### config.mk
export PLATFORM = sky130hd
export DESIGN_NAME = b2r_top
export DESIGN_NICKNAME = d
export VERILOG_FILES = /design/src/logic/b2r_pkg.sv /design/src/logic/b2r_converter.sv /design/src/logic/b2r_top.sv /design/src/logic/fill_ctrl.sv /design/src/logic/ram_1w1r.sv /design/src/logic/slice_buffer.sv
export SDC_FILE = /design/constraint.sdc
export NUM_CORES = 1
export LEC_CHECK = 0
export ABC_AREA = 1
export BUFFER_PORTS_ARGS = -buffer_cell sky130_fd_sc_hd__buf_2
export CAP_MARGIN = 20
export CORE_AREA = 2 2 266 268
export CTS_CLUSTER_DIAMETER = 80
export CTS_CLUSTER_SIZE = 14
export DETAILED_ROUTE_END_ITERATION = 8
export DIE_AREA = 0 0 268 270
export PLACE_DENSITY = 0.68
export SLEW_MARGIN = 10
export SYNTH_ARGS = -nofsm -noshare
export SYNTH_HDL_FRONTEND = slang
export SYNTH_SLANG_ARGS = --single-unit
### constraint.sdc
create_clock -name clk -period 12.6 [get_ports clk]
set_input_delay 1.89 -clock clk [delete_from_list [all_inputs] [get_ports clk]]
set_output_delay 1.89 -clock clk [all_outputs]
set_load 0.005 [all_outputs]
### src/logic/b2r_pkg.sv
//******************************
// Block-to-row reorder package
// Geometry, buffer word and row types
//******************************
package b2r_pkg;

    // Element and core geometry
    localparam int ELEM_W         = 8;
    localparam int PAIR           = 2;
    localparam int NUM_CORES      = 2;
    localparam int CHUNK_SIZE     = 4;
    localparam int WORD_ELEMS     = NUM_CORES * CHUNK_SIZE;
    localparam int PAIRS_PER_WORD = WORD_ELEMS / PAIR;
    localparam int PAIR_W         = PAIR * ELEM_W;

    // Slice and buffer geometry
    localparam int SLICE_ROWS     = 4;
    localparam int NUM_SLICES     = 2;
    localparam int DEPTH          = SLICE_ROWS * NUM_SLICES;
    localparam int ADDR_W         = $clog2(DEPTH);
    localparam int ROW_W          = SLICE_ROWS * PAIR_W;

    // Counter widths
    localparam int PAIR_IDX_W     = $clog2(PAIRS_PER_WORD);
    localparam int LOAD_W         = $clog2(SLICE_ROWS);
    localparam int SLICE_W        = (NUM_SLICES > 1) ? $clog2(NUM_SLICES) : 1;

    // One buffer word, written per core lane and read per element pair
    typedef union packed {
        logic [0:NUM_CORES-1][CHUNK_SIZE-1:0][ELEM_W-1:0] lanes;
        // Pair 0 sits in the top bits
        logic [0:PAIRS_PER_WORD-1][PAIR-1:0][ELEM_W-1:0]  pairs;
    } buffer_word_u;

    // RAM write port
    typedef struct packed {
        logic              we;
        logic [ADDR_W-1:0] addr;
        buffer_word_u      data;
    } ram_wr_t;

    // One reordered output row with its position in the frame
    typedef struct packed {
        logic [ROW_W-1:0]      data;
        logic [SLICE_W-1:0]    slice_idx;
        logic [PAIR_IDX_W-1:0] row_idx;
    } out_row_t;

endpackage

### src/logic/b2r_converter.sv
//******************************
// Block-to-row sequencer
// Fill, slice load, output and done phases
//******************************
module b2r_converter
    import b2r_pkg::*;
(
    input  logic                  clk,
    input  logic                  rst_n,
    input  logic                  start,
    input  logic                  full,
    input  logic                  loaded,
    input  logic [ROW_W-1:0]      row_data,
    output logic                  fill_en,
    output logic                  load_req,
    output logic [ADDR_W-1:0]     slice_base,
    output logic                  emit,
    output logic [PAIR_IDX_W-1:0] pair_idx,
    output logic                  row_valid,
    output out_row_t              row,
    output logic                  slice_done,
    output logic                  frame_done
);

    typedef enum logic [2:0] {
        ST_IDLE,
        ST_FILL,
        ST_LOAD,
        ST_OUT,
        ST_DONE
    } state_t;

    state_t             state;
    logic [SLICE_W-1:0] slice_cnt;
    logic               last_pair;
    logic               last_slice;

    assign last_pair  = (pair_idx == PAIR_IDX_W'(PAIRS_PER_WORD - 1));
    assign last_slice = (slice_cnt == SLICE_W'(NUM_SLICES - 1));

    // Each slice starts SLICE_ROWS words further into the buffer
    assign slice_base = ADDR_W'(slice_cnt) * ADDR_W'(SLICE_ROWS);

    always_ff @(posedge clk) begin
        if (!rst_n) begin
            state      <= ST_IDLE;
            fill_en    <= 1'b0;
            load_req   <= 1'b0;
            emit       <= 1'b0;
            pair_idx   <= '0;
            slice_cnt  <= '0;
            row_valid  <= 1'b0;
            slice_done <= 1'b0;
            frame_done <= 1'b0;
        end else begin
            load_req   <= 1'b0;
            // A row leaves one cycle after its pair is selected
            row_valid  <= emit;
            slice_done <= emit && last_pair;
            case (state)
                ST_IDLE: begin
                    if (start) begin
                        state   <= ST_FILL;
                        fill_en <= 1'b1;
                    end
                end
                ST_FILL: begin
                    if (full) begin
                        state     <= ST_LOAD;
                        fill_en   <= 1'b0;
                        load_req  <= 1'b1;
                        slice_cnt <= '0;
                    end
                end
                ST_LOAD: begin
                    if (loaded) begin
                        state    <= ST_OUT;
                        emit     <= 1'b1;
                        pair_idx <= '0;
                    end
                end
                ST_OUT: begin
                    if (emit) begin
                        if (last_pair) begin
                            emit <= 1'b0;
                        end else begin
                            pair_idx <= pair_idx + 1'b1;
                        end
                    end else if (last_slice) begin
                        // Final row is out
                        state      <= ST_DONE;
                        frame_done <= 1'b1;
                    end else begin
                        state     <= ST_LOAD;
                        load_req  <= 1'b1;
                        slice_cnt <= slice_cnt + 1'b1;
                    end
                end
                ST_DONE: begin
                    // Next start begins a new frame
                    if (start) begin
                        state      <= ST_FILL;
                        fill_en    <= 1'b1;
                        frame_done <= 1'b0;
                    end
                end
                default: begin
                    state <= ST_IDLE;
                end
            endcase
        end
    end

    // Row payload with its slice and row position
    always_ff @(posedge clk) begin
        if (emit) begin
            row <= '{data: row_data, slice_idx: slice_cnt, row_idx: pair_idx};
        end
    end

    // Slice buffer reports a finished load only while one is pending
    a_loaded_in_load: assert property (
        @(posedge clk) disable iff (!rst_n) loaded |-> (state == ST_LOAD)
    ) else $error("slice loaded outside the load phase");

endmodule

### src/logic/b2r_top.sv
//******************************
// Block-to-row reorder top level
//******************************
module b2r_top
    import b2r_pkg::*;
(
    input  logic         clk,
    input  logic         rst_n,
    input  logic         start,
    input  logic         in_valid,
    input  buffer_word_u in_word,
    output logic         row_valid,
    output out_row_t     row,
    output logic         slice_done,
    output logic         frame_done
);

    ram_wr_t               wr;
    logic                  full;
    logic                  fill_en;
    logic                  load_req;
    logic [ADDR_W-1:0]     slice_base;
    logic [ADDR_W-1:0]     rd_addr;
    buffer_word_u          rd_data;
    logic                  loaded;
    logic                  emit;
    logic [PAIR_IDX_W-1:0] pair_idx;
    logic [ROW_W-1:0]      row_data;

    b2r_converter u_converter (
        .clk        (clk),
        .rst_n      (rst_n),
        .start      (start),
        .full       (full),
        .loaded     (loaded),
        .row_data   (row_data),
        .fill_en    (fill_en),
        .load_req   (load_req),
        .slice_base (slice_base),
        .emit       (emit),
        .pair_idx   (pair_idx),
        .row_valid  (row_valid),
        .row        (row),
        .slice_done (slice_done),
        .frame_done (frame_done)
    );

    fill_ctrl u_fill (
        .clk      (clk),
        .rst_n    (rst_n),
        .fill_en  (fill_en),
        .in_valid (in_valid),
        .in_word  (in_word),
        .wr       (wr),
        .full     (full)
    );

    slice_buffer u_slice (
        .clk        (clk),
        .rst_n      (rst_n),
        .load_req   (load_req),
        .slice_base (slice_base),
        .rd_addr    (rd_addr),
        .rd_data    (rd_data),
        .loaded     (loaded),
        .emit       (emit),
        .pair_idx   (pair_idx),
        .row_data   (row_data)
    );

    ram_1w1r u_ram (
        .clk     (clk),
        .wr      (wr),
        .rd_addr (rd_addr),
        .rd_data (rd_data)
    );

endmodule

### src/logic/fill_ctrl.sv
//******************************
// Fill controller
// Writes input words to sequential RAM addresses
//******************************
module fill_ctrl
    import b2r_pkg::*;
(
    input  logic         clk,
    input  logic         rst_n,
    input  logic         fill_en,
    input  logic         in_valid,
    input  buffer_word_u in_word,
    output ram_wr_t      wr,
    output logic         full
);

    logic [ADDR_W-1:0] wr_cnt;
    logic              filled;
    logic              accept;
    logic              we_q;
    logic [ADDR_W-1:0] addr_q;
    buffer_word_u      data_q;

    // Strobes are dropped outside the fill phase and once the buffer holds DEPTH words
    assign accept = fill_en && in_valid && !filled;

    always_ff @(posedge clk) begin
        if (!rst_n) begin
            wr_cnt <= '0;
            filled <= 1'b0;
            we_q   <= 1'b0;
            full   <= 1'b0;
        end else begin
            we_q <= accept;
            full <= 1'b0;
            if (!fill_en) begin
                wr_cnt <= '0;
                filled <= 1'b0;
            end else if (accept) begin
                if (wr_cnt == ADDR_W'(DEPTH - 1)) begin
                    // Hold at the last address
                    filled <= 1'b1;
                    full   <= 1'b1;
                end else begin
                    wr_cnt <= wr_cnt + 1'b1;
                end
            end
        end
    end

    always_ff @(posedge clk) begin
        if (accept) begin
            addr_q <= wr_cnt;
            data_q <= in_word;
        end
    end

    assign wr = '{we: we_q, addr: addr_q, data: data_q};

    // Source must stop once full is reported
    a_no_input_when_full: assert property (
        @(posedge clk) disable iff (!rst_n) (fill_en && filled) |-> !in_valid
    ) else $error("in_valid after buffer full");

endmodule

### src/logic/ram_1w1r.sv
//******************************
// Buffer RAM, one write and one read port
// Read data arrives one cycle after the address
//******************************
module ram_1w1r
    import b2r_pkg::*;
(
    input  logic              clk,
    input  ram_wr_t           wr,
    input  logic [ADDR_W-1:0] rd_addr,
    output buffer_word_u      rd_data
);

    buffer_word_u mem [DEPTH];

    always_ff @(posedge clk) begin
        if (wr.we) begin
            mem[wr.addr] <= wr.data;
        end
    end

    // Registered read
    always_ff @(posedge clk) begin
        rd_data <= mem[rd_addr];
    end

    a_wr_addr_range: assert property (
        @(posedge clk) wr.we |-> (!$isunknown(wr.addr) && (int'(wr.addr) < DEPTH))
    ) else $error("RAM write address out of range");

endmodule

### src/logic/slice_buffer.sv
//******************************
// Slice buffer
// Loads one slice from RAM, builds output rows
//******************************
module slice_buffer
    import b2r_pkg::*;
(
    input  logic                  clk,
    input  logic                  rst_n,
    input  logic                  load_req,
    input  logic [ADDR_W-1:0]     slice_base,
    output logic [ADDR_W-1:0]     rd_addr,
    input  buffer_word_u          rd_data,
    output logic                  loaded,
    input  logic                  emit,
    input  logic [PAIR_IDX_W-1:0] pair_idx,
    output logic [ROW_W-1:0]      row_data
);

    logic                          rd_active;
    logic [LOAD_W-1:0]             rd_cnt;
    logic [ADDR_W-1:0]             rd_ptr;
    logic                          cap_vld;
    logic [LOAD_W-1:0]             cap_idx;
    buffer_word_u                  words [SLICE_ROWS];
    logic [0:SLICE_ROWS-1][PAIR_W-1:0] row_cat;

    // Read issue side
    always_ff @(posedge clk) begin
        if (!rst_n) begin
            rd_active <= 1'b0;
            rd_cnt    <= '0;
            rd_ptr    <= '0;
            cap_vld   <= 1'b0;
            cap_idx   <= '0;
        end else begin
            // Capture index trails the read index by the RAM latency
            cap_vld <= rd_active;
            cap_idx <= rd_cnt;
            if (load_req) begin
                rd_active <= 1'b1;
                rd_cnt    <= '0;
                rd_ptr    <= slice_base;
            end else if (rd_active) begin
                if (rd_cnt == LOAD_W'(SLICE_ROWS - 1)) begin
                    rd_active <= 1'b0;
                end
                rd_cnt <= rd_cnt + 1'b1;
                rd_ptr <= rd_ptr + 1'b1;
            end
        end
    end

    assign rd_addr = rd_ptr;

    always_ff @(posedge clk) begin
        if (cap_vld) begin
            words[cap_idx] <= rd_data;
        end
    end

    // Last word is on rd_data and lands at this edge
    assign loaded = cap_vld && (cap_idx == LOAD_W'(SLICE_ROWS - 1));

    // Pair k of every slice word, word 0 on top
    always_comb begin
        for (int j = 0; j < SLICE_ROWS; j++) begin
            row_cat[j] = emit ? words[j].pairs[pair_idx] : '0;
        end
    end

    assign row_data = row_cat;

    // Converter must not restart or read a slice while it is still loading
    a_no_overlap_load: assert property (
        @(posedge clk) disable iff (!rst_n) (load_req || emit) |-> !(rd_active || cap_vld)
    ) else $error("slice access during load");

endmodule

==> metrics.md, run 1 <==
| Metric | Value |
|---|---|
| Status | completed |
| Max-Cap Viols | 0 |
| Worst path slowest cell | edfxtp_1 |
| Synthesized Nets | ~2,600 |
| WP buf/inv | 1 |
| Clk_skew | 21.4 ps |
| Largest family of logic cells by synthesized area | compound AO/OA/AOI/OAI gates |
| Site row count | between 90 and 100 |
| Via Count | just over 20,000 |
| Final Cycle Share | 0.243 |
| Final instance count without filler cells | roughly 3,700 |
| PD cells | roughly 160 mW/mm^2 |
| Layout cells sized above 1 | 0.0999 |
| Worst stage delay on the critical path | around 410 ps |
| Slew Viols, Final | 0 |
| Number of remaining DRC errors | 0 |
| RSZ-0062 raised after global routing | false |
| Clock latency on the worst-skew pair | 620 ps |
| Cells after Synth | about 2,600 |
| DIE HEIGHT | ~270 um |
| CP arrival | around 1200 ps |
| F_max | 0.327 GHz |
| Post-Synthesis Cell Area | 0.0359 mm^2 |
| Max_slew headroom | 0.286 |
| Area Growth Syn to Fin | 10.5% |
| H-tree levels | 3 |
| TritonCTS Buffers | 80 |
| Post-Synth Simple-Gate Area | 0.0835 |
| Crit-path cells | buf_2 |
| Post-synthesis sequential area ratio | 0.806 |
| Synth warnings | 0 |
| Clock root buffer | clkbuf_16 |
| Hold Path Class | register to register |
| Worst Tran Pin Value | 1070 ps |
| Mux cell area share after synthesis | 0 |
| CP top delay family | flip-flops |
| Die area | around 0.072 mm^2 |
| CP startpoint | u_converter.row[42] |
| Initial drt markers | between 1,500 and 2,000 |
| Clk slew on worst S/H paths | around 60 ps |
| Largest net degree at the start of global routing | 119 |
| DRT Pass-1 Iters | 6 |
| Starting Density | 0.516 |
| Min-Delay Startpoint | u_slice.rd_cnt[1] |
| GR Overflow Total | 0 |
| Global Route Usage Sum | 0.209 |
| I/O pins | 138 |
| Via density | 5.50 |
| Yosys cell types | 23 |
| Final net count | around 2,700 |
| Synth Area in XOR/XNOR | 0 |
| First-pass GRT wire length | 114 mm |
| Post-CTS setup buffers | 0 |
| Period minus WS final | roughly 3000 ps |
| Resized Gates After CTS | 0 |
| Initial antenna violation count | 4 |
| Critical Path End Type | output port |
| Final GP Congestion | roughly 0.8 |
| DIE WIDTH | 268 um |
| I/O Buffers | roughly 140 |
| Seq cells post-synth | between 900 and 1,000 |
| Number of global-route vias before repair | 19,200 |
| Leak Pwr | about 13 nW |
| CP Launch Type | register |
| Avg Inst Size Synth | around 14 um^2 |
| TritonCTS clock tree | yes |
| Post-route ant nets | 0 |
| CP Class | register to output port |
| CORE AREA | about 0.07 mm^2 |
| WP data required | between 10,000 and 15,000 ps |
| RR Startpoint | u_slice.rd_addr[0] |
| Sum Neg Setup Slack | 0 ps |
| Setup violators final | 0 |
| Post-synthesis compound-gate area fraction | 0.0860 |
| Hold Vio Cnt, Final | 0 |
| VDD IR-drop max | 0.0845 mV |
| Placed cell count | approximately 3,500 |
| DRT Wirelength | approximately 76 mm |
| Fillers | between 5,000 and 6,000 |
| WL per Instance | between 20 and 25 um |
| # hold bufs at CTS | 0 |
| Detailed Place HPWL | between 40 and 50 mm |
| Clock sinks | approximately 990 |
| CTS max path bufs | 3 |
| Total power | approximately 6.3 mW |
| Crit Path Max Fanout | 1 |
| Adder-cell share of the synthesized area | 0.00174 |
-- path summary, 6_finish.rpt --
check	to	slack [ps]	cells past startpoint
min	u_slice.cap_idx[1]	470	2
max	row[42]	9540	1
max reg2reg	u_ram.rd_data[24]	9750	6
min reg2reg	u_slice.cap_idx[1]	470	2
-- cells in the mapped netlist (all sizes together) --
cell type / n / area [um^2]
a21oi: 15 / 75.1
buf: 63 / 403
clkbuf: 78 / 293
dfxtp: 91 / 1820
edfxtp: 902 / 27100
ha: 5 / 62.6
inv: 31 / 116
nand2: 235 / 882
nand3: 14 / 70.1
nand4: 1 / 6.26
nor2: 538 / 2020
nor3: 2 / 10.0
o21a: 1 / 7.51
o21ai: 518 / 2590
o22ai: 64 / 400
o31ai: 1 / 7.51
or2: 1 / 6.26
-- cells by family (layout without fill, tap and decap cells) --
group / Yosys count / after routing
DFF: 993 / 993
and+or+nand+nor: 791 / 791
AOI/OAI and AO/OA: 599 / 599
buffers and inverters: 172 / 336
adders and majority gates: 5 / 5
other: 0 / 2
-- tightest hold or removal path: cells and delay by family (launching register included) --
kind / cells / cell delay [ps]
flip-flops: 1 / 330
buffers and inverters: 1 / 30
AND/OR/NAND/NOR: 1 / 60
-- metrics by stage --
step | worst slack, ps | utilization | area [um^2] | hold slack [ps]
after floorplan | 7260 | - | 35900 | 424
after global placement | 9150 | 0.537 | 37300 | 447
after detailed placement | 9140 | 0.537 | 37300 | 460
after CTS | 9500 | 0.569 | 39600 | 470
after global routing | 9500 | 0.570 | 39600 | 491
final | 9540 | 0.570 | 39600 | 468
-- area by class of cell --
class / count / area (um^2) / share of cell area
clock buffer: 138 / 2240 / 0.0565
inverter: 31 / 124 / 0.00313
clock inverter: 4 / 35.0 / 0.000884
timing repair buffer: 163 / 901 / 0.0227
antenna: 2 / 5.00 / 0.000126
multi-input combinational: 1395 / 6220 / 0.157
sequential: 993 / 28900 / 0.730
tap: 940 / 1180 / 0.0297
-- layout by cell type, fill, tap and decap left out --
| cell | n |
|---|---|
| o21ai_0 | 390 |
| nand3_1 | 14 |
| nor3_2 | 2 |
| o21a_1 | 1 |
| diode_2 | 2 |
| buf_2 | 137 |
| clkbuf_16 | 81 |
| o22ai_1 | 64 |
| dfxtp_1 | 85 |
| clkbuf_1 | 57 |
| clkinv_2 | 2 |
| nand4_1 | 1 |
| inv_2 | 2 |
| dfxtp_2 | 2 |
| o21ai_1 | 128 |
| dfxtp_4 | 4 |
| inv_6 | 5 |
| edfxtp_1 | 902 |
| ha_1 | 5 |
| nand2_1 | 235 |
| or2_2 | 1 |
| buf_16 | 1 |
| a21oi_1 | 15 |
| inv_1 | 26 |
| buf_4 | 25 |
| nor2_1 | 528 |
| o31ai_1 | 1 |
| nor2_4 | 10 |
-- power breakdown --
group	total [mW]	switching, mW	internal [mW]
combinational	0.195	0.145	0.0500
clock	2.27	1.06	1.21
sequential	3.81	0.0987	3.71
-- flip-flops by register name, summed over array words and instances (netlist names), 2 cells and up --
| signal | cells |
|---|---|
| u_ram.mem | 512 |
| u_slice.words | 256 |
| u_converter.row | 67 |
| u_fill.data_q | 64 |
| u_ram.rd_data | 64 |
| u_converter.state | 3 |
| u_fill.addr_q | 3 |
| u_fill.wr_cnt | 3 |
| u_slice.rd_addr | 3 |
| u_converter.pair_idx | 2 |
| u_slice.cap_idx | 2 |
| u_slice.rd_cnt | 2 |
-- per-layer routing --
metal  part of all wire  track usage
met2               0.49        0.338
met4              0.017       0.0619
met5                  0            0
met1               0.43        0.298
met3              0.066       0.0274
Note: power is estimated with default switching activity, not from simulation.
==> inputs of run 2 (changes only) <==
--- a/config.mk
+++ b/config.mk
@@ -5,14 +5,14 @@
 export SDC_FILE = /design/constraint.sdc
 export NUM_CORES = 1
 export LEC_CHECK = 0
-export ABC_AREA = 1
+export ABC_AREA = 0
 export BUFFER_PORTS_ARGS = -buffer_cell sky130_fd_sc_hd__buf_2
 export CAP_MARGIN = 20
-export CORE_AREA = 2 2 266 268
+export CORE_AREA = 2 2 263 265
 export CTS_CLUSTER_DIAMETER = 80
 export CTS_CLUSTER_SIZE = 14
 export DETAILED_ROUTE_END_ITERATION = 8
-export DIE_AREA = 0 0 268 270
+export DIE_AREA = 0 0 265 267
 export PLACE_DENSITY = 0.68
 export SLEW_MARGIN = 10
 export SYNTH_ARGS = -nofsm -noshare
==> constraint.sdc (replaced) <==
create_clock -name clk -period 2.9 [get_ports clk]
set_input_delay 0.435 -clock clk [delete_from_list [all_inputs] [get_ports clk]]
set_output_delay 0.435 -clock clk [all_outputs]
set_load 0.005 [all_outputs]
==> run 2 against run 1 <==
Against the previous run: core utilization is 2.0 points higher; final cell count is 29% lower; count of clock-buffer cells in the layout is 3 higher; sequential power grew to 4.1 times the previous value; first-iteration DRC count is 19% lower; power grew to 4.1 times the previous value; critical path depth is 2 higher; global-route usage is 1.2 points lower; critical endpoint is now u_ram.mem[1][11]; highest routed layer is now met5.
==> metrics.md, run 2 <==
| Metric | Value |
|---|---|
| Final net count | 1,740 (-36%) |
| Detailed Place HPWL | 41.3 mm (-2.4%) |
| Number of global-route vias before repair | 15,400 (-20%) |
| DIE WIDTH | 265 um (-1.1%) |
| Largest net degree at the start of global routing | 65 (-45%) |
| Leak Pwr | 12.5 nW (-6.4%) |
| DRT Wirelength | 68.3 mm (-10%) |
| Seq cells post-synth | 993 (unchanged) |
| Biggest register | u_ram.mem |
| WL per Instance | 26.1 um (+26%) |
| Largest regs | u_ram.mem (512), u_slice.words (256), u_converter.row (67) |
| Slew Viols, Final | 0 (unchanged) |
| Area Growth Syn to Fin | 14.9% |
| Clock root buffer | clkbuf_16 |
| TritonCTS Buffers | 81 (+1.3%) |
| Status | completed |
| Worst Tran Pin Value | 896 ps (-175 ps) |
| Final GP Congestion | 0.774 (-1.6%) |
| Total power | 26.0 mW (+310%) |
| RSZ-0062 raised after global routing | false |
| DIE HEIGHT | 267 um (-1.1%) |
| Clk slew on worst S/H paths | 60 ps (about the same) |
| Crit Path Max Fanout | 15 (+14) |
| Sum Neg Setup Slack | 0 ps (unchanged) |
| Final Cycle Share | 0.696 |
| Post-synth top cells | edfxtp_1, mux4_2, dfxtp_1 |
| Cells after Synth | 1,404 (-45%) |
| Synth warnings | 0 (unchanged) |
| Clk_skew | 27.6 ps (+6.20 ps) |
| GR Overflow Total | 0 (unchanged) |
| Clock latency on the worst-skew pair | 630 ps (about the same) |
| Number of flops mapped to enable cells by yosys | 902 (unchanged) |
| CORE AREA | 0.0680 mm^2 (-2.2%) |
| Yosys cell types | 40 (+74%) |
| Avg Inst Size Synth | 24.9 um^2 (+78%) |
| Site row count | 96 (-1.0%) |
| Max-Cap Viols | 0 (unchanged) |
| Global Route Usage Sum | 0.197 (-0.0120) |
| I/O Buffers | 137 (unchanged) |
| Most common cell in the netlist | edfxtp_1 |
| TritonCTS clock tree | yes |
| Post-Synthesis Cell Area | 0.0349 mm^2 (-2.6%) |
| I/O pins | 138 (unchanged) |
| CP Launch Type | register |
| Ys flop type | edfxtp_1 |
| Via density | 5.73 (+4.2%) |
| Post-Place Worst Slack | 890 ps (-8250 ps) |
| Hold Path Class | input port to register |
| VDD IR-drop max | 0.378 mV (+350%) |
| CP arrival | 2340 ps (+1170 ps) |
| Post-CTS setup buffers | 0 (unchanged) |
| ANT cells | 0 (-2) |
| Period minus WS final | between 2000 and 2500 ps |
| Post-synthesis sequential area ratio | 0.828 (+0.0217) |
| WP data required | 3220 ps (-7490 ps) |
| DRT Pass-1 Iters | 5 (-1) |
| F_max | between 0.4 and 0.5 GHz |
| Share of the synthesized area in the top cell type | 0.776 (+0.0204) |
| Critical Path End Type | register |
| Area contributors post-synth | edfxtp_1, mux4_2, dfxtp_1 |
| Number of remaining DRC errors | 0 (unchanged) |
| Layout cells sized above 1 | 0.314 (+0.214) |
| Hold Vio Cnt, Final | 0 (unchanged) |
| Final WS setup | 881 ps (-8660 ps) |
| CTS max path bufs | 3 (unchanged) |
| Post-route ant nets | 0 (unchanged) |
| Setup violators final | 0 (unchanged) |
| CP Class | register to register |
| Hold slack | 25.3 ps (-443 ps) |
| PD cells | 649 mW/mm^2 (+310%) |
| Post-synth top area cell | edfxtp_1 |
| First-pass GRT wire length | 101 mm (-12%) |
| Max_slew headroom | 0.394 (+0.108) |
| Commonest non-fill, non-tap cell in the layout | edfxtp_1 |
| Initial antenna violation count | 7 (+3) |
| Largest register FFs | 512 (unchanged) |
| Clock sinks | 993 (unchanged) |
| Via Count | 15,000 (-26%) |
| Starting Density | 0.514 (-0.00202) |
| Synthesized Nets | 1,477 (-44%) |
| Die area | 0.0708 mm^2 (-2.2%) |
| Initial drt markers | 1,619 (-19%) |
| H-tree levels | 3 (unchanged) |
| Leading cell types in the layout, fill and taps excluded | edfxtp_1, mux4_2, buf_2 |
| Async SR Flop Fraction | 0 (unchanged) |
run 2: power by group:
| part | internal [mW] | total [mW] | switching, mW |
|---|---|---|---|
| Clock | 5.40 | 10.1 | 4.75 |
| Sequential | 15.6 | 15.7 | 0.106 |
| Combinational | 0.111 | 0.214 | 0.103 |
run 2: what timing repair did:
action / in CTS / in global routing
gates resized for setup: 0 / 0
hold endpoints to repair: 58 / 0
hold buffers: 58 / 0
endpoints found under the setup margin: 0 / 0
run 2: cell families (layout without fill, tap and decap cells):
logic type,after synthesis,count (layout),synth area share
flip-flops,993,993,0.828
multiplexers,262,262,0.146
AND/OR/NAND/NOR,60,60,0.00964
AO/OA/AOI/OAI,21,21,0.00419
adder cells (fa/ha/maj),5,5,0.00179
XOR/XNOR,4,4,0.00100
buffers and inverters,59,387,0.00932
run 2: routing by layer:
layer | global-route usage | vias up | wire [um]
li1 | - | 6425 | -
met1 | 0.277 | 7999 | 29400
met2 | 0.322 | 479 | 33700
met3 | 0.0342 | 86 | 3820
met4 | 0.0548 | 2 | 1340
met5 | 0 | - | 11
run 2: metrics by stage:
stage | cells | utilization | area (um^2)
global placement | 2408 | 0.546 | 37100
global route | 2614 | 0.590 | 40100
CTS | 2614 | 0.590 | 40100
detailed placement | 2408 | 0.546 | 37100
finish | 2614 | 0.590 | 40100
floorplan | 1404 | - | 34900
run 2: path summary, 6_finish.rpt:
| kind | startpoint | to | slack (ps) | cells past startpoint |
|---|---|---|---|---|
| worst max-delay path | u_fill.addr_q[2] | u_ram.mem[1][11] | 880 | 3 |
| worst min-delay path | in_word[14] | u_fill.data_q[14] | 30 | 1 |
| worst max register to register | u_fill.addr_q[2] | u_ram.mem[1][11] | 880 | 3 |
| worst min register to register | u_converter.frame_done | u_converter.frame_done | 480 | 2 |
run 2: critical path, stage by stage, from the launching register on:
cell      delay, ps
edfxtp_1        510
nand2b_1        280
nor2_4          580
buf_4           320
run 2: area by class of cell:
type | count | area (um^2)
tap | 882 | 1100
multi-input combinational | 352 | 5780
fill | 4681 | 27900
clock inverter | 7 | 91.3
inverter | 3 | 11.3
clock buffer | 141 | 2290
sequential | 993 | 28900
timing repair buffer | 236 | 1900
==> inputs of run 3 (changes only) <==
--- a/config.mk
+++ b/config.mk
@@ -5,14 +5,14 @@
 export SDC_FILE = /design/constraint.sdc
 export NUM_CORES = 1
 export LEC_CHECK = 0
-export ABC_AREA = 0
+export ABC_AREA = 1
 export BUFFER_PORTS_ARGS = -buffer_cell sky130_fd_sc_hd__buf_2
 export CAP_MARGIN = 20
-export CORE_AREA = 2 2 263 265
+export CORE_AREA = 2 2 266 268
 export CTS_CLUSTER_DIAMETER = 80
 export CTS_CLUSTER_SIZE = 14
 export DETAILED_ROUTE_END_ITERATION = 8
-export DIE_AREA = 0 0 265 267
+export DIE_AREA = 0 0 268 270
 export PLACE_DENSITY = 0.68
 export SLEW_MARGIN = 10
 export SYNTH_ARGS = -nofsm -noshare
==> constraint.sdc (replaced) <==
create_clock -name clk -period 2.1 [get_ports clk]
set_input_delay 0.315 -clock clk [delete_from_list [all_inputs] [get_ports clk]]
set_output_delay 0.315 -clock clk [all_outputs]
set_load 0.005 [all_outputs]
==> run 3 against run 2 <==
Against the previous run: critical path type unchanged; clock skew down 2.0 ps; worst setup slack lost 500 ps; power rose by 48%; critical endpoint is now u_fill.data_q[8]; highest routed layer is now met4; register-to-register slack got worse by 500 ps; cell area up 2.8%.
==> metrics.md, run 3 (synthesized netlist as in run 1, its figures left out) <==
| Metric | Value |
|---|---|
| Biggest register | u_ram.mem |
| TritonCTS clock tree | yes |
| Placed cell count | 3,558 (+48%) |
| Clock latency on the worst-skew pair | 630 ps (about the same) |
| Top Metal Used | met4 |
| Setup violators final | 0 (unchanged) |
| CP Launch Type | register |
| WP data required | 2470 ps (-750 ps) |
| Met1 wire length | 32.6 mm (+11%) |
| First-pass GRT wire length | 118 mm (+17%) |
| Final net count | 2,840 (+63%) |
| TritonCTS Buffers | 81 (unchanged) |
| Largest net degree at the start of global routing | 131 (+100%) |
| ANT cells | 0 (unchanged) |
| Clock root buffer | clkbuf_16 |
| F_max | 0.583 GHz (+18%) |
| GR Overflow Total | 0 (unchanged) |
| Worst Tran Pin Value | 599 ps (-297 ps) |
| VDD IR-drop max | 0.547 mV (+45%) |
| Number of remaining DRC errors | 0 (unchanged) |
| Leading cell types in the layout, fill and taps excluded | edfxtp_1, nor2_1, o21ai_0 |
| Global Route Usage Sum | 0.213 (+0.0166) |
| Initial drt markers | 1,928 (+19%) |
| Crit-path cells | inv_1, nand3_1, clkinvlp_4, buf_4 |
| DIE WIDTH | 268 um (+1.1%) |
| Initial antenna violation count | 0 (-7) |
| PD cells | 934 mW/mm^2 (+44%) |
| Post-route ant nets | 0 (unchanged) |
| Leak Pwr | 14.0 nW (+12%) |
| Worst stage delay on the critical path | 550 ps (-30 ps) |
| Worst path slowest cell | clkinvlp_4 |
| Largest regs | u_ram.mem (512), u_slice.words (256), u_converter.row (67) |
| H-tree levels | 3 (unchanged) |
| Largest register FFs | 512 (unchanged) |
| Layout cells sized above 1 | 0.112 (-0.202) |
| Placed cell area | 0.0381 mm^2 (+2.7%) |
| DIE HEIGHT | 270 um (+1.1%) |
| P_int | 30.5 mW (+45%) |
| Clk_skew | 25.6 ps (-2.00 ps) |
| CP Class | register to register |
| WL per Instance | 20.3 um (-22%) |
| Hold Vio Cnt, Final | 0 (unchanged) |
| Wire length on met3 | 4.69 mm (+23%) |
| Die area | 0.0724 mm^2 (+2.3%) |
| Hold slack | 170 ps (+145 ps) |
| Critical Path End Type | register |
| DRT Wirelength | 76.7 mm (+12%) |
| Final Cycle Share | 0.817 (+0.121) |
| Switch share | 0.208 (+0.0180) |
| Slew Viols, Final | 0 (unchanged) |
| I/O Buffers | 137 (unchanged) |
| Starting Density | 0.516 (+0.00202) |
| Area Growth Syn to Fin | 14.9% (about the same) |
| Clock sinks | 993 (unchanged) |
| Period minus WS final | 1720 ps (-303 ps) |
| Site row count | 97 (+1.0%) |
| Logic gate share of total power | 0.036 (+0.028) |
| Via Count | 20,800 (+39%) |
| Final instance count without filler cells | 3,775 (+44%) |
| Via density | 5.50 (-4.0%) |
| Detailed Place HPWL | 45.8 mm (+11%) |
| Final GP Congestion | 0.805 (+3.9%) |
| CTS max path bufs | 3 (unchanged) |
| WL met2 | 37.6 mm (+12%) |
| Design area | 0.0412 mm^2 (+2.8%) |
| Number of global-route vias before repair | 20,200 (+31%) |
| DRT Pass-1 Iters | 7 (+2) |
| I/O pins | 138 (unchanged) |
| Hold Path Class | input port to register |
| Commonest non-fill, non-tap cell in the layout | edfxtp_1 |
| Crit Path Max Fanout | 16 (+1) |
| Max-Cap Viols | 0 (unchanged) |
| Status | completed |
| Clk slew on worst S/H paths | 70 ps (about the same) |
| Max_slew headroom | 0.600 (+0.205) |
| CP arrival | 2090 ps (-250 ps) |
| Clock share of power | 0.369 (-0.021) |
| RSZ-0062 raised after global routing | false |
| NetSw | 8.03 mW (+62%) |
| Reg power frac | 0.594 (-0.008) |
| CORE AREA | 0.0695 mm^2 (+2.3%) |
==> run 3: cell types whose count changed in the layout (fill, tap and decap cells not counted), moves of 12 or more <==
cell     change
nor2_1     +519
o21ai_0    +386
nand2_1    +226
mux4_2     -192
o21ai_1    +128
mux2_2      -64
o22ai_1     +63
inv_1       +23
buf_12      +14
nand3_1     +12
==> run 3: cell type report <==
| cell class | instances | area, um^2 |
|---|---|---|
| sequential | 993 | 28900 |
| fill | 5266 | 28300 |
| tap | 940 | 1180 |
| clock inverter | 3 | 26.3 |
| inverter | 31 | 129 |
| clock buffer | 148 | 2410 |
| timing repair buffer | 265 | 2310 |
| multi-input combinational | 1395 | 6240 |
==> run 3: power groups by stage <==
stage / clock network (mW) / logic, mW / registers [mW]
after global placement: 0 / 1.26 / 23.3
after global routing: 15.2 / 1.57 / 22.9
final: 14.2 / 1.40 / 22.9
after floorplan: 0 / 0.842 / 23.0
after detailed placement: 0 / 1.31 / 23.3
after CTS: 14.4 / 1.41 / 22.9
==> run 3: path summary, 6_finish.rpt <==
path,to,startpoint,cells after the start,slack (ps)
max reg2reg,u_fill.data_q[8],u_fill.filled,4,380
max,u_fill.data_q[8],u_fill.filled,4,380
min reg2reg,u_slice.cap_idx[1],u_slice.rd_cnt[1],2,460
min,u_fill.we_q,in_valid,3,170
==> run 3: timing repair <==
action | 4_1_cts | 5_1_grt
hold buffers | 66 | 0
endpoints found under the hold margin | 68 | 0
endpoints found under the setup margin | 0 | 0
resized for setup | 0 | 0
setup buffers | 0 | 0
==> run 3: critical path, delay by kind of cell (launching register included) <==
kind                   cells  cell delay (ps)
buffers and inverters      3              970
flip-flops                 1              310
AND/OR/NAND/NOR            1              170
==> run 3: layer usage <==
layer | vias up | global-route usage
met3 | 126 | 0.0298
met2 | 732 | 0.358
li1 | 9628 | -
met5 | - | 0
met1 | 10300 | 0.292
met4 | 0 | 0.0634
==> run 3: through the flow <==
step / utilization / setup WS (ps) / power [mW] / setup TNS (ps)
2_1_floorplan: - / -565 / 23.8 / -279140
3_3_place_gp: 0.548 / 283 / 24.5 / 0
3_5_place_dp: 0.548 / 246 / 24.6 / 0
4_1_cts: 0.593 / 340 / 38.7 / 0
5_1_grt: 0.593 / 330 / 39.7 / 0
6_report: 0.593 / 384 / 38.5 / 0
